==> src/common/dma_pkg.sv <==
// DMA shared definitions
`default_nettype none

package dma_pkg;

   // bus field widths
   localparam int unsigned ADDR_W = 16;
   localparam int unsigned DATA_W = 32;
   localparam int unsigned SIZE_W = 12;

   // one line is four words of four bytes
   localparam int unsigned LINE_BYTES = 16;
   localparam int unsigned LINE_WORDS = 4;
   localparam int unsigned WORD_IDX_W = $clog2(LINE_WORDS);

   // register window 0x7000 to 0x701f
   localparam logic [11:0] DMA_PAGE = 12'h700;

   // register select, bits 4:2 of the bus address
   localparam logic [2:0] SEL_DISK_ADDR = 3'd1;
   localparam logic [2:0] SEL_MEM_ADDR  = 3'd2;
   localparam logic [2:0] SEL_SIZE      = 3'd3;
   localparam logic [2:0] SEL_ENABLE    = 3'd4;

   // one-hot bit positions of the bus master FSM
   localparam int unsigned MST_IDLE = 0;
   localparam int unsigned MST_REQ  = 1;
   localparam int unsigned MST_ADDR = 2;
   localparam int unsigned MST_DATA = 3;
   localparam int unsigned MST_REL  = 4;
   localparam int unsigned MST_W    = 5;

   // one bus address, seen whole or split into fields
   // the page field is 11 bits here because bit 4 is the top of reg_sel
   typedef union packed {
      logic [ADDR_W-1:0] raw;
      struct packed {
         logic [10:0] page_hi;
         logic [2:0]  reg_sel;
         logic [1:0]  byte_off;
      } f;
   } reg_addr_u;

endpackage

`default_nettype wire

==> src/logic/disk_line_fetch.sv <==
// Disk line fetcher
`default_nettype none

module disk_line_fetch (
   input  wire                                              DONE,
   input  wire                                              rst_n,
   input  wire                                              enable,
   input  wire  [dma_pkg::DATA_W-1:0]                       disk_addr,
   input  wire                                              line_done,
   output logic                                             disk_rd,
   output logic [dma_pkg::DATA_W-1:0]                       disk_rd_addr,
   input  wire  [dma_pkg::DATA_W-1:0]                       disk_data,
   input  wire                                              disk_valid,
   output logic                                             line_ready,
   output logic [dma_pkg::LINE_WORDS*dma_pkg::DATA_W-1:0]   line_data
);

   logic [dma_pkg::WORD_IDX_W-1:0] word_cnt;
   logic                           rd_pending;
   logic                           issue;

   // one read at a time, none while a full line waits for the master
   assign issue = enable && !line_ready && !rd_pending;

   always_ff @(posedge DONE or negedge rst_n)
   begin
      if (!rst_n)
      begin
         disk_rd    <= 1'b0;
         rd_pending <= 1'b0;
         word_cnt   <= '0;
         line_ready <= 1'b0;
      end
      else
      begin
         disk_rd <= issue;

         if (issue)
            rd_pending <= 1'b1;
         else if (disk_valid)
            rd_pending <= 1'b0;

         if (disk_valid)
         begin
            word_cnt <= word_cnt + 1'b1;
            if (word_cnt == dma_pkg::WORD_IDX_W'(dma_pkg::LINE_WORDS - 1))
               line_ready <= 1'b1;
         end

         // buffer is free again once the line is on the bus
         if (line_done)
            line_ready <= 1'b0;
      end
   end

   // word address and buffer slot both follow the counter
   always_ff @(posedge DONE)
   begin
      if (issue)
         disk_rd_addr <= disk_addr + dma_pkg::DATA_W'({word_cnt, 2'b00});
      if (disk_valid)
         line_data[word_cnt*dma_pkg::DATA_W +: dma_pkg::DATA_W] <= disk_data;
   end

   a_no_read_when_full : assert property (
      @(posedge DONE) disable iff (!rst_n)
      disk_rd |-> !line_ready
   ) else $error("disk_rd while line buffer is full");

   // disk must only answer a read we issued
   a_valid_has_read : assert property (
      @(posedge DONE) disable iff (!rst_n)
      disk_valid |-> rd_pending
   ) else $error("disk_valid with no read outstanding");

endmodule

`default_nettype wire

==> src/logic/dma_bus_master.sv <==
// DMA bus master
`default_nettype none

module dma_bus_master (
   input  wire                                            DONE,
   input  wire                                            rst_n,
   input  wire                                            enable,
   input  wire                                            line_ready,
   input  wire  [dma_pkg::LINE_WORDS*dma_pkg::DATA_W-1:0] line_data,
   input  wire  [dma_pkg::DATA_W-1:0]                     mem_addr,
   output logic                                           br,
   input  wire                                            bg,
   input  wire                                            ack_in,
   output logic [dma_pkg::ADDR_W-1:0]                     a_out,
   output logic [dma_pkg::SIZE_W-1:0]                     size_out,
   output logic                                           rw_out,
   output logic                                           ctrl_oe,
   output logic [dma_pkg::DATA_W-1:0]                     d_out,
   output logic                                           d_oe,
   output logic                                           line_done
);

   logic [dma_pkg::MST_W-1:0]      state;
   logic [dma_pkg::MST_W-1:0]      state_nxt;
   logic [dma_pkg::WORD_IDX_W-1:0] beat;
   logic                           last_beat;

   assign last_beat = (beat == dma_pkg::WORD_IDX_W'(dma_pkg::LINE_WORDS - 1));

   always_comb
   begin
      state_nxt = '0;
      case (1'b1)
         state[dma_pkg::MST_IDLE]:
         begin
            if (enable && line_ready)
               state_nxt[dma_pkg::MST_REQ] = 1'b1;
            else
               state_nxt[dma_pkg::MST_IDLE] = 1'b1;
         end
         state[dma_pkg::MST_REQ]:
         begin
            // hold the request until the arbiter grants
            if (bg)
               state_nxt[dma_pkg::MST_ADDR] = 1'b1;
            else
               state_nxt[dma_pkg::MST_REQ] = 1'b1;
         end
         state[dma_pkg::MST_ADDR]:
         begin
            if (ack_in)
               state_nxt[dma_pkg::MST_DATA] = 1'b1;
            else
               state_nxt[dma_pkg::MST_ADDR] = 1'b1;
         end
         state[dma_pkg::MST_DATA]:
         begin
            if (last_beat)
               state_nxt[dma_pkg::MST_REL] = 1'b1;
            else
               state_nxt[dma_pkg::MST_DATA] = 1'b1;
         end
         default:
            state_nxt[dma_pkg::MST_IDLE] = 1'b1;
      endcase
   end

   always_ff @(posedge DONE or negedge rst_n)
   begin
      if (!rst_n)
      begin
         state                    <= '0;
         state[dma_pkg::MST_IDLE] <= 1'b1;
         beat                     <= '0;
      end
      else
      begin
         state <= state_nxt;
         // beat wraps back to zero after the last word
         if (state[dma_pkg::MST_DATA])
            beat <= beat + 1'b1;
         else
            beat <= '0;
      end
   end

   assign br = state[dma_pkg::MST_REQ] | state[dma_pkg::MST_ADDR] | state[dma_pkg::MST_DATA];

   // address phase, always a 16 byte write
   assign ctrl_oe  = state[dma_pkg::MST_ADDR];
   assign rw_out   = state[dma_pkg::MST_ADDR];
   assign a_out    = mem_addr[dma_pkg::ADDR_W-1:0];
   assign size_out = dma_pkg::SIZE_W'(dma_pkg::LINE_BYTES);

   // data beats, lowest word first
   assign d_oe  = state[dma_pkg::MST_DATA];
   assign d_out = line_data[beat*dma_pkg::DATA_W +: dma_pkg::DATA_W];

   assign line_done = state[dma_pkg::MST_REL];

   a_br_held : assert property (
      @(posedge DONE) disable iff (!rst_n)
      br |=> (br || line_done)
   ) else $error("br dropped before line_done");

   a_one_driver : assert property (
      @(posedge DONE) disable iff (!rst_n)
      !(d_oe && ctrl_oe)
   ) else $error("data and control enables both high");

endmodule

`default_nettype wire

==> src/logic/dma_controller.sv <==
// DMA controller top level
`default_nettype none

module dma_controller (
   input  wire                        DONE,
   input  wire                        rst_n,
   input  wire  [dma_pkg::DATA_W-1:0] d_in,
   input  wire  [dma_pkg::ADDR_W-1:0] a_in,
   input  wire                        rw_in,
   input  wire                        dest_in,
   output wire  [dma_pkg::DATA_W-1:0] d_out,
   output wire  [dma_pkg::ADDR_W-1:0] a_out,
   output wire  [dma_pkg::SIZE_W-1:0] size_out,
   output wire                        rw_out,
   output wire                        d_oe,
   output wire                        ctrl_oe,
   output wire                        br,
   input  wire                        bg,
   output wire                        ack_out,
   input  wire                        ack_in,
   output wire                        dest_intr,
   output wire  [dma_pkg::DATA_W-1:0] disk_addr,
   output wire                        disk_rd,
   input  wire  [dma_pkg::DATA_W-1:0] disk_data,
   input  wire                        disk_valid
);

   wire                                            enable;
   wire [dma_pkg::DATA_W-1:0]                      line_disk_addr;
   wire [dma_pkg::DATA_W-1:0]                      mem_addr;
   wire                                            line_ready;
   wire [dma_pkg::LINE_WORDS*dma_pkg::DATA_W-1:0]  line_data;
   wire                                            line_done;

   dma_slave_regs u_regs (
      .DONE      (DONE),
      .rst_n     (rst_n),
      .d_in      (d_in),
      .a_in      (a_in),
      .rw_in     (rw_in),
      .dest_in   (dest_in),
      .line_done (line_done),
      .ack_out   (ack_out),
      .enable    (enable),
      .disk_addr (line_disk_addr),
      .mem_addr  (mem_addr),
      .remaining (),
      .last_line (),
      .dest_intr (dest_intr)
   );

   disk_line_fetch u_fetch (
      .DONE         (DONE),
      .rst_n        (rst_n),
      .enable       (enable),
      .disk_addr    (line_disk_addr),
      .line_done    (line_done),
      .disk_rd      (disk_rd),
      .disk_rd_addr (disk_addr),
      .disk_data    (disk_data),
      .disk_valid   (disk_valid),
      .line_ready   (line_ready),
      .line_data    (line_data)
   );

   dma_bus_master u_master (
      .DONE       (DONE),
      .rst_n      (rst_n),
      .enable     (enable),
      .line_ready (line_ready),
      .line_data  (line_data),
      .mem_addr   (mem_addr),
      .br         (br),
      .bg         (bg),
      .ack_in     (ack_in),
      .a_out      (a_out),
      .size_out   (size_out),
      .rw_out     (rw_out),
      .ctrl_oe    (ctrl_oe),
      .d_out      (d_out),
      .d_oe       (d_oe),
      .line_done  (line_done)
   );

endmodule

`default_nettype wire

==> src/logic/dma_slave_regs.sv <==
// DMA register block
`default_nettype none

module dma_slave_regs (
   input  wire                        DONE,
   input  wire                        rst_n,
   input  wire  [dma_pkg::DATA_W-1:0] d_in,
   input  wire  [dma_pkg::ADDR_W-1:0] a_in,
   input  wire                        rw_in,
   input  wire                        dest_in,
   input  wire                        line_done,
   output logic                       ack_out,
   output logic                       enable,
   output logic [dma_pkg::DATA_W-1:0] disk_addr,
   output logic [dma_pkg::DATA_W-1:0] mem_addr,
   output logic [dma_pkg::DATA_W-1:0] remaining,
   output logic                       last_line,
   output logic                       dest_intr
);

   dma_pkg::reg_addr_u addr;
   logic               page_hit;
   logic               wr_hit;

   assign addr.raw = a_in;

   // page compare skips bit 4, it selects the enable register
   assign page_hit = (addr.raw[dma_pkg::ADDR_W-1:5] == dma_pkg::DMA_PAGE[11:1]);
   assign wr_hit   = dest_in && rw_in && page_hit;

   // final line of the transfer is the one in flight
   assign last_line = (remaining == dma_pkg::LINE_BYTES);

   always_ff @(posedge DONE or negedge rst_n)
   begin
      if (!rst_n)
      begin
         ack_out   <= 1'b0;
         enable    <= 1'b0;
         disk_addr <= '0;
         mem_addr  <= '0;
         remaining <= '0;
         dest_intr <= 1'b0;
      end
      else
      begin
         ack_out   <= wr_hit;
         dest_intr <= line_done && last_line;

         // step to the next line once the master has written this one
         if (line_done)
         begin
            disk_addr <= disk_addr + dma_pkg::LINE_BYTES;
            mem_addr  <= mem_addr + dma_pkg::LINE_BYTES;
            remaining <= remaining - dma_pkg::LINE_BYTES;
            if (last_line)
               enable <= 1'b0;
         end

         // processor write wins over the line step
         if (wr_hit)
         begin
            case (addr.f.reg_sel)
               dma_pkg::SEL_DISK_ADDR: disk_addr <= d_in;
               dma_pkg::SEL_MEM_ADDR:  mem_addr  <= d_in;
               dma_pkg::SEL_SIZE:      remaining <= d_in;
               dma_pkg::SEL_ENABLE:    enable    <= d_in[0];
               default:                ;
            endcase
         end
      end
   end

   // master only finishes lines of an armed transfer
   a_done_needs_enable : assert property (
      @(posedge DONE) disable iff (!rst_n)
      line_done |-> enable
   ) else $error("line_done while enable is low");

endmodule

`default_nettype wire

==> config.mk <==
export PLATFORM = sky130hd
export DESIGN_NAME = dma_controller
export DESIGN_NICKNAME = d
export VERILOG_FILES = /design/src/common/dma_pkg.sv /design/src/logic/disk_line_fetch.sv /design/src/logic/dma_bus_master.sv /design/src/logic/dma_controller.sv /design/src/logic/dma_slave_regs.sv
export SDC_FILE = /design/constraint.sdc
export NUM_CORES = 1
export LEC_CHECK = 0
export ABC_AREA = 0
export BUFFER_PORTS_ARGS = -buffer_cell sky130_fd_sc_hd__buf_2
export CAP_MARGIN = 5
export CORE_MARGIN = 2
export CORE_UTILIZATION = 38
export DETAILED_ROUTE_END_ITERATION = 10
export GPL_TIMING_DRIVEN = 0
export PLACE_DENSITY = 0.68
export SLEW_MARGIN = 20
export SYNTH_ARGS = -nofsm -noshare
export SYNTH_HDL_FRONTEND = slang
export SYNTH_HIERARCHICAL = 1
export SYNTH_SLANG_ARGS = --single-unit
==> constraint.sdc <==
create_clock -name DONE -period 4.9 [get_ports DONE]
set_clock_uncertainty 0.2 [all_clocks]
set_input_delay 0.245 -clock DONE [delete_from_list [all_inputs] [get_ports DONE]]
set_output_delay 0.245 -clock DONE [all_outputs]
set_load 0.05 [all_outputs]
Yosys cells after proc, flatten, opt, wreduce, memory -nomap -nowiden
Cells that the tools add are included.

word-level totals
  register bits after elaboration = 271
  input bits = 87
  output and inout bits = 99

cells by class
  $add $sub $neg = 7
  eq/ne operators = 8
  shift-type cells = 3
  mux-type cells = 45
  bitwise logic cells = 2
  reduce and logical (&&, ||, !) cells = 12

operator list
  operator                   number
  $mux 32                    9
  $bwmux 128                 1
  $shift 32x34->128 const A  1
  $shiftx 128x8->32          1
  $shiftx 32x34->128         1
  $add 32x5->32 const B      2
  $mux 1                     34
  $neg 7->34                 1
  $add 32x4->32              1
  $eq 32x5->1 const B        1
  $sub 32x5->32 const B      1
  $eq 11x10->1 const B       1
  $eq 3x2->1 const B         2
  $logic_and 1x1->1          6
  $reduce_bool 2->1          3
  $add 2x1->2 const B        2
  $eq 2x2->1 const B         2
  $eq 3x1->1 const B         1
  $eq 3x3->1 const B         1
  $logic_not 1->1            2
  $mux 2                     1
  $or 1x1->1                 2
  $reduce_and 2->1           1

Logic depth before layout (Yosys ltp)
  depth in word-level cells = 6
  mapped depth = 8

By module
The synthesis kept the hierarchy.

modules (own cells, without submodules)
  module           times used  cells each  area an instance (um2)  sequential area each (um2)
  disk_line_fetch  1           411         6547.5                  4929.7
  dma_slave_regs   1           558         5258.8                  2477.4
  dma_bus_master   1           94          1326.3                  176.4

Worst setup path after synthesis
OpenSTA, ideal clock, no wires.

  kind = register to register
  from = reg u_fetch.line_ready
  to = reg u_fetch/disk_rd_addr[0] in the netlist's numbering (enable)
  library setup time = 0.472 ns
  arrival = 2.878 ns
  required time = 4.228 ns
  slack = 1.349 ns
  cell stages (with the launch flop) = 2
  path buffers = 0
  period minus slack after synthesis = 3.551 ns
  cells stage by stage = dfrtp_1 -> nor3b_1

between the ends
  longest elaborated chain between the ends = 3

RTL lines
  what                            line                   text
  start, declared                 disk_line_fetch.sv:14  output logic line_ready,
  start signal, assigned          disk_line_fetch.sv:32  line_ready <= 1'b0;
  start signal, assigned          disk_line_fetch.sv:47  line_ready <= 1'b1;
  start signal, assigned          disk_line_fetch.sv:52  line_ready <= 1'b0;
  $logic_not 1->1                 disk_line_fetch.sv:23  assign issue = enable && !line_ready && !rd_pending;
  $logic_and 1x1->1 (2 in a row)  disk_line_fetch.sv:23
  via u_fetch.issue               disk_line_fetch.sv:20  logic issue;
  end signal, assigned            disk_line_fetch.sv:60  disk_rd_addr <= disk_addr + dma_pkg::DATA_W'({word_cnt, 2'b00});
  end, declared                   disk_line_fetch.sv:11  output logic [dma_pkg::DATA_W-1:0] disk_rd_addr,

The timed path passes the listed nets, and every way through them passes these cells.
A chain may end at the register's enable or synchronous reset.

Worst setup path after layout
  from = in a_in[8] in the netlist's numbering
  to = reg u_regs/disk_addr[26] in the netlist's numbering

between the ends
  longest elaborated chain between the ends = 3

RTL lines
  what                  line                  text
  start, declared       dma_controller.sv:8   input wire [dma_pkg::ADDR_W-1:0] a_in,
  $eq 11x10->1          dma_slave_regs.sv:28  assign page_hit = (addr.raw[dma_pkg::ADDR_W-1:5] == dma_pkg::DMA_PAGE[11:1]);
  $logic_and 1x1->1     dma_slave_regs.sv:29  assign wr_hit = dest_in && rw_in && page_hit;
  via u_regs.wr_hit     dma_slave_regs.sv:23  logic wr_hit;
  $mux 32               dma_slave_regs.sv:61  if (wr_hit)
  end signal, assigned  dma_slave_regs.sv:53  disk_addr <= disk_addr + dma_pkg::LINE_BYTES;
  end signal, assigned  dma_slave_regs.sv:64  dma_pkg::SEL_DISK_ADDR: disk_addr <= d_in;
  end, declared         dma_slave_regs.sv:14  output logic [dma_pkg::DATA_W-1:0] disk_addr,

The timed path passes the listed nets, and every way through them passes these cells.

==> results.tsv <==
stage	metric	value	unit
run_status	status	complete, no violations	
synth	mapped cell area	12240	sq um
drt	Detailed Routing Iterations Pass 1	5	
drt	Routed Antenna Nets	0	
clock_network	clock root cell	clkbuf_16	
drt	Routed Wire Length	29.40	mm
drt	via count	8329	
global_route	GRT Resource Usage Total	0.1737	
clock_network	htree depth	1	
clock_network	clk sink count	255	
cells_and_area	area growth from synthesis to layout	26.41	%
clock_network	Num CTS Buffers	28	
floorplan	Die H	183.5	um
timing	worst-margin pin slew	708.0	ps
setup_path	WP data arrival	3310	ps
clock_network	CTS resizes	0	
drt	via density per instance	4.967	
timing	RSZ-0062 raised after global routing	no	
setup_path	WP data required	5110	ps
floorplan	Core Footprint	31640	sq um
pwr	LEAKAGE	5.920	nW
flow_run	Max Cap Viol	0	
pwr	total power	6.091	mW
drt	DRC violation count after routing	0	
placed_design	RePlAce Congestion	0.8049	
floorplan	row cnt	65	
placed_design	Port Buffers	170	
floorplan	Die ar.	33650	sq um
setup_path	endpoint class of the critical path	flop	
synth	Avg Inst Size Synth	12.73	sq um
clock_network	CTS tree	yes	
setup_path	startpoint types	input pin	
timing	post-layout min period	3102	ps
global_route	vias in the first global route	8436	
drt	routed len/inst	17.53	um
floorplan	Starting Density	0.3868	
timing	final setup vio count	0	
cells_and_area	antenna cells	0	
setup_path	Crit Path Class	in2reg	
pwr	VDD IR max	359.6	uV
global_route	grt total ovfl	0	
synth	cells after synthesis	961	
synth	synth warn	6	
drt	1st-iter DRT viols	523	
floorplan	Die Width	183.5	um
timing	worst hold margin	25.57	ps
timing	maximum clock frequency	0.3224	GHz
setup_path	CP Max Fanout	10	
pwr	pwr dens	393.7	nW/um^2
worst_hold_path	HP Class	in2async	
global_route	antenna violations before repair	0	
timing	TNS Setup	0	ps
cells_and_area	Final #Nets	1355	
cells_and_area	Non-Filler Instances	1677	
timing	fin. max-slew vios	0	
timing	Tcrit/Tclk final	0.6330	
clock_network	later-pin clock latency in the skew report	540	ps
placed_design	placed cells	1551	
clock_network	clock buffer depth	3	
placed_design	Detailed Place HPWL	20.26	mm
clock_network	clk slew on worst S/H paths	60	ps
timing	final hold violations	0	
global_route	largest net degree at the start of global routing	60	
cells_and_area	layout cells sized above 1	0.2565	
timing	worst rel slew slack	0.5236	
global_route	first-pass GRT wire length	45.78	mm
floorplan	# IOs	186	
cell usage in the layout (no fill, tap or decap), types with 4 or more instances in the layout:
cell / count
or4_1: 4
nand3_1: 30
and3_1: 10
inv_1: 8
nor3b_1: 4
ha_1: 13
nor2_1: 49
nand3b_1: 5
nor4_1: 6
xor2_1: 52
mux2_2: 12
buf_2: 180
nand4_1: 28
buf_12: 7
nor3_1: 7
conb_1: 12
or3_1: 5
dfrtp_1: 94
nand2_1: 69
and2_1: 139
clkbuf_16: 28
o21ai_0: 40
xnor2_1: 41
a21oi_1: 32
and2_2: 4
mux4_2: 29
clkinv_2: 4
dlygate4sd3_1: 74
clkbuf_1: 30
buf_4: 36
edfxtp_1: 160
cell type report:
| class | count | area [sq um] |
|---|---|---|
| inverter | 8 | 30.03 |
| fill | 2768 | 16170 |
| multi-input combinational | 635 | 4603 |
| timing repair buffer | 253 | 1755 |
| sequential | 255 | 7183 |
| tap | 402 | 503.0 |
| buffer | 73 | 467.9 |
| clock buffer | 37 | 764.5 |
| clock inverter | 14 | 161.4 |
worst max-delay path: stages:
cell and delay (ps):
dlygate4sd3_1 520, buf_2 110, or4_4 460, dlygate4sd3_1 610
nor4_4 400, and4bb_1 360, buf_4 230, buf_2 250
o21ai_0 120
power by group:
part,leakage (nW),switching [mW],internal [mW]
clock,0.456,0.859,1.26
sequential,2.52,0.0696,2.66
combinational,2.95,0.816,0.429
layer usage:
metal | GRT usage | vias up | share of wire | wire length, um
met5 | 0 | - | 0 | 0
met4 | 0.03712 | 0 | 0.016 | 478
met3 | 0.02536 | 34 | 0.056 | 1638
met2 | 0.3102 | 253 | 0.50 | 14590
met1 | 0.2242 | 4067 | 0.43 | 12700
li1 | - | 3975 | - | -
final timing paths:
path / depth (start not counted) / endpoint / slack (ps) / start
setup / recovery: 9 / u_regs/disk_addr[26] / 1800 / a_in[8]
hold / removal: 3 / u_regs/remaining[17] / 30 / rst_n
setup reg to reg: 5 / u_fetch/line_data[63] / 2200 / u_fetch/word_cnt[0]
hold reg to reg: 0 / u_fetch/disk_rd_addr[0] / 250 / u_regs/disk_addr[0]
max in group asynchronous: 3 / u_master/state[0] / 4120 / rst_n
min in group DONE: 5 / u_regs/enable / 40 / rw_in
sequential cells by signal, indices dropped and copies added, names as in the netlist:
register and cells:
u_fetch/line_data 128, u_fetch/disk_rd_addr 32, u_regs/disk_addr 32, u_regs/remaining 32, u_regs/mem_addr 16, u_master/state 5
u_fetch/word_cnt 2, u_master/beat 2, u_fetch/disk_rd 1, u_fetch/line_ready 1, u_fetch/rd_pending 1, u_regs/ack_out 1
u_regs/dest_intr 1, u_regs/enable 1
repair_timing:
action | CTS | global route
hold buffers | 75 | 0
setup buffers | 0 | 0
setup endpoints to repair | 0 | 0
hold endpoints to repair | 311 | 0
per-stage QoR:
stage                     instance area [sq um]  worst slack [ps]  utilization
after floorplan                           12270              1349            -
after global placement                    13630             344.6       0.4308
after detailed placement                  13780              2158       0.4356
after CTS                                 15470              1757       0.4889
after global routing                      15470              1635       0.4889
final                                     15470              1798       0.4889
Note: power is estimated with default switching activity, not from simulation.
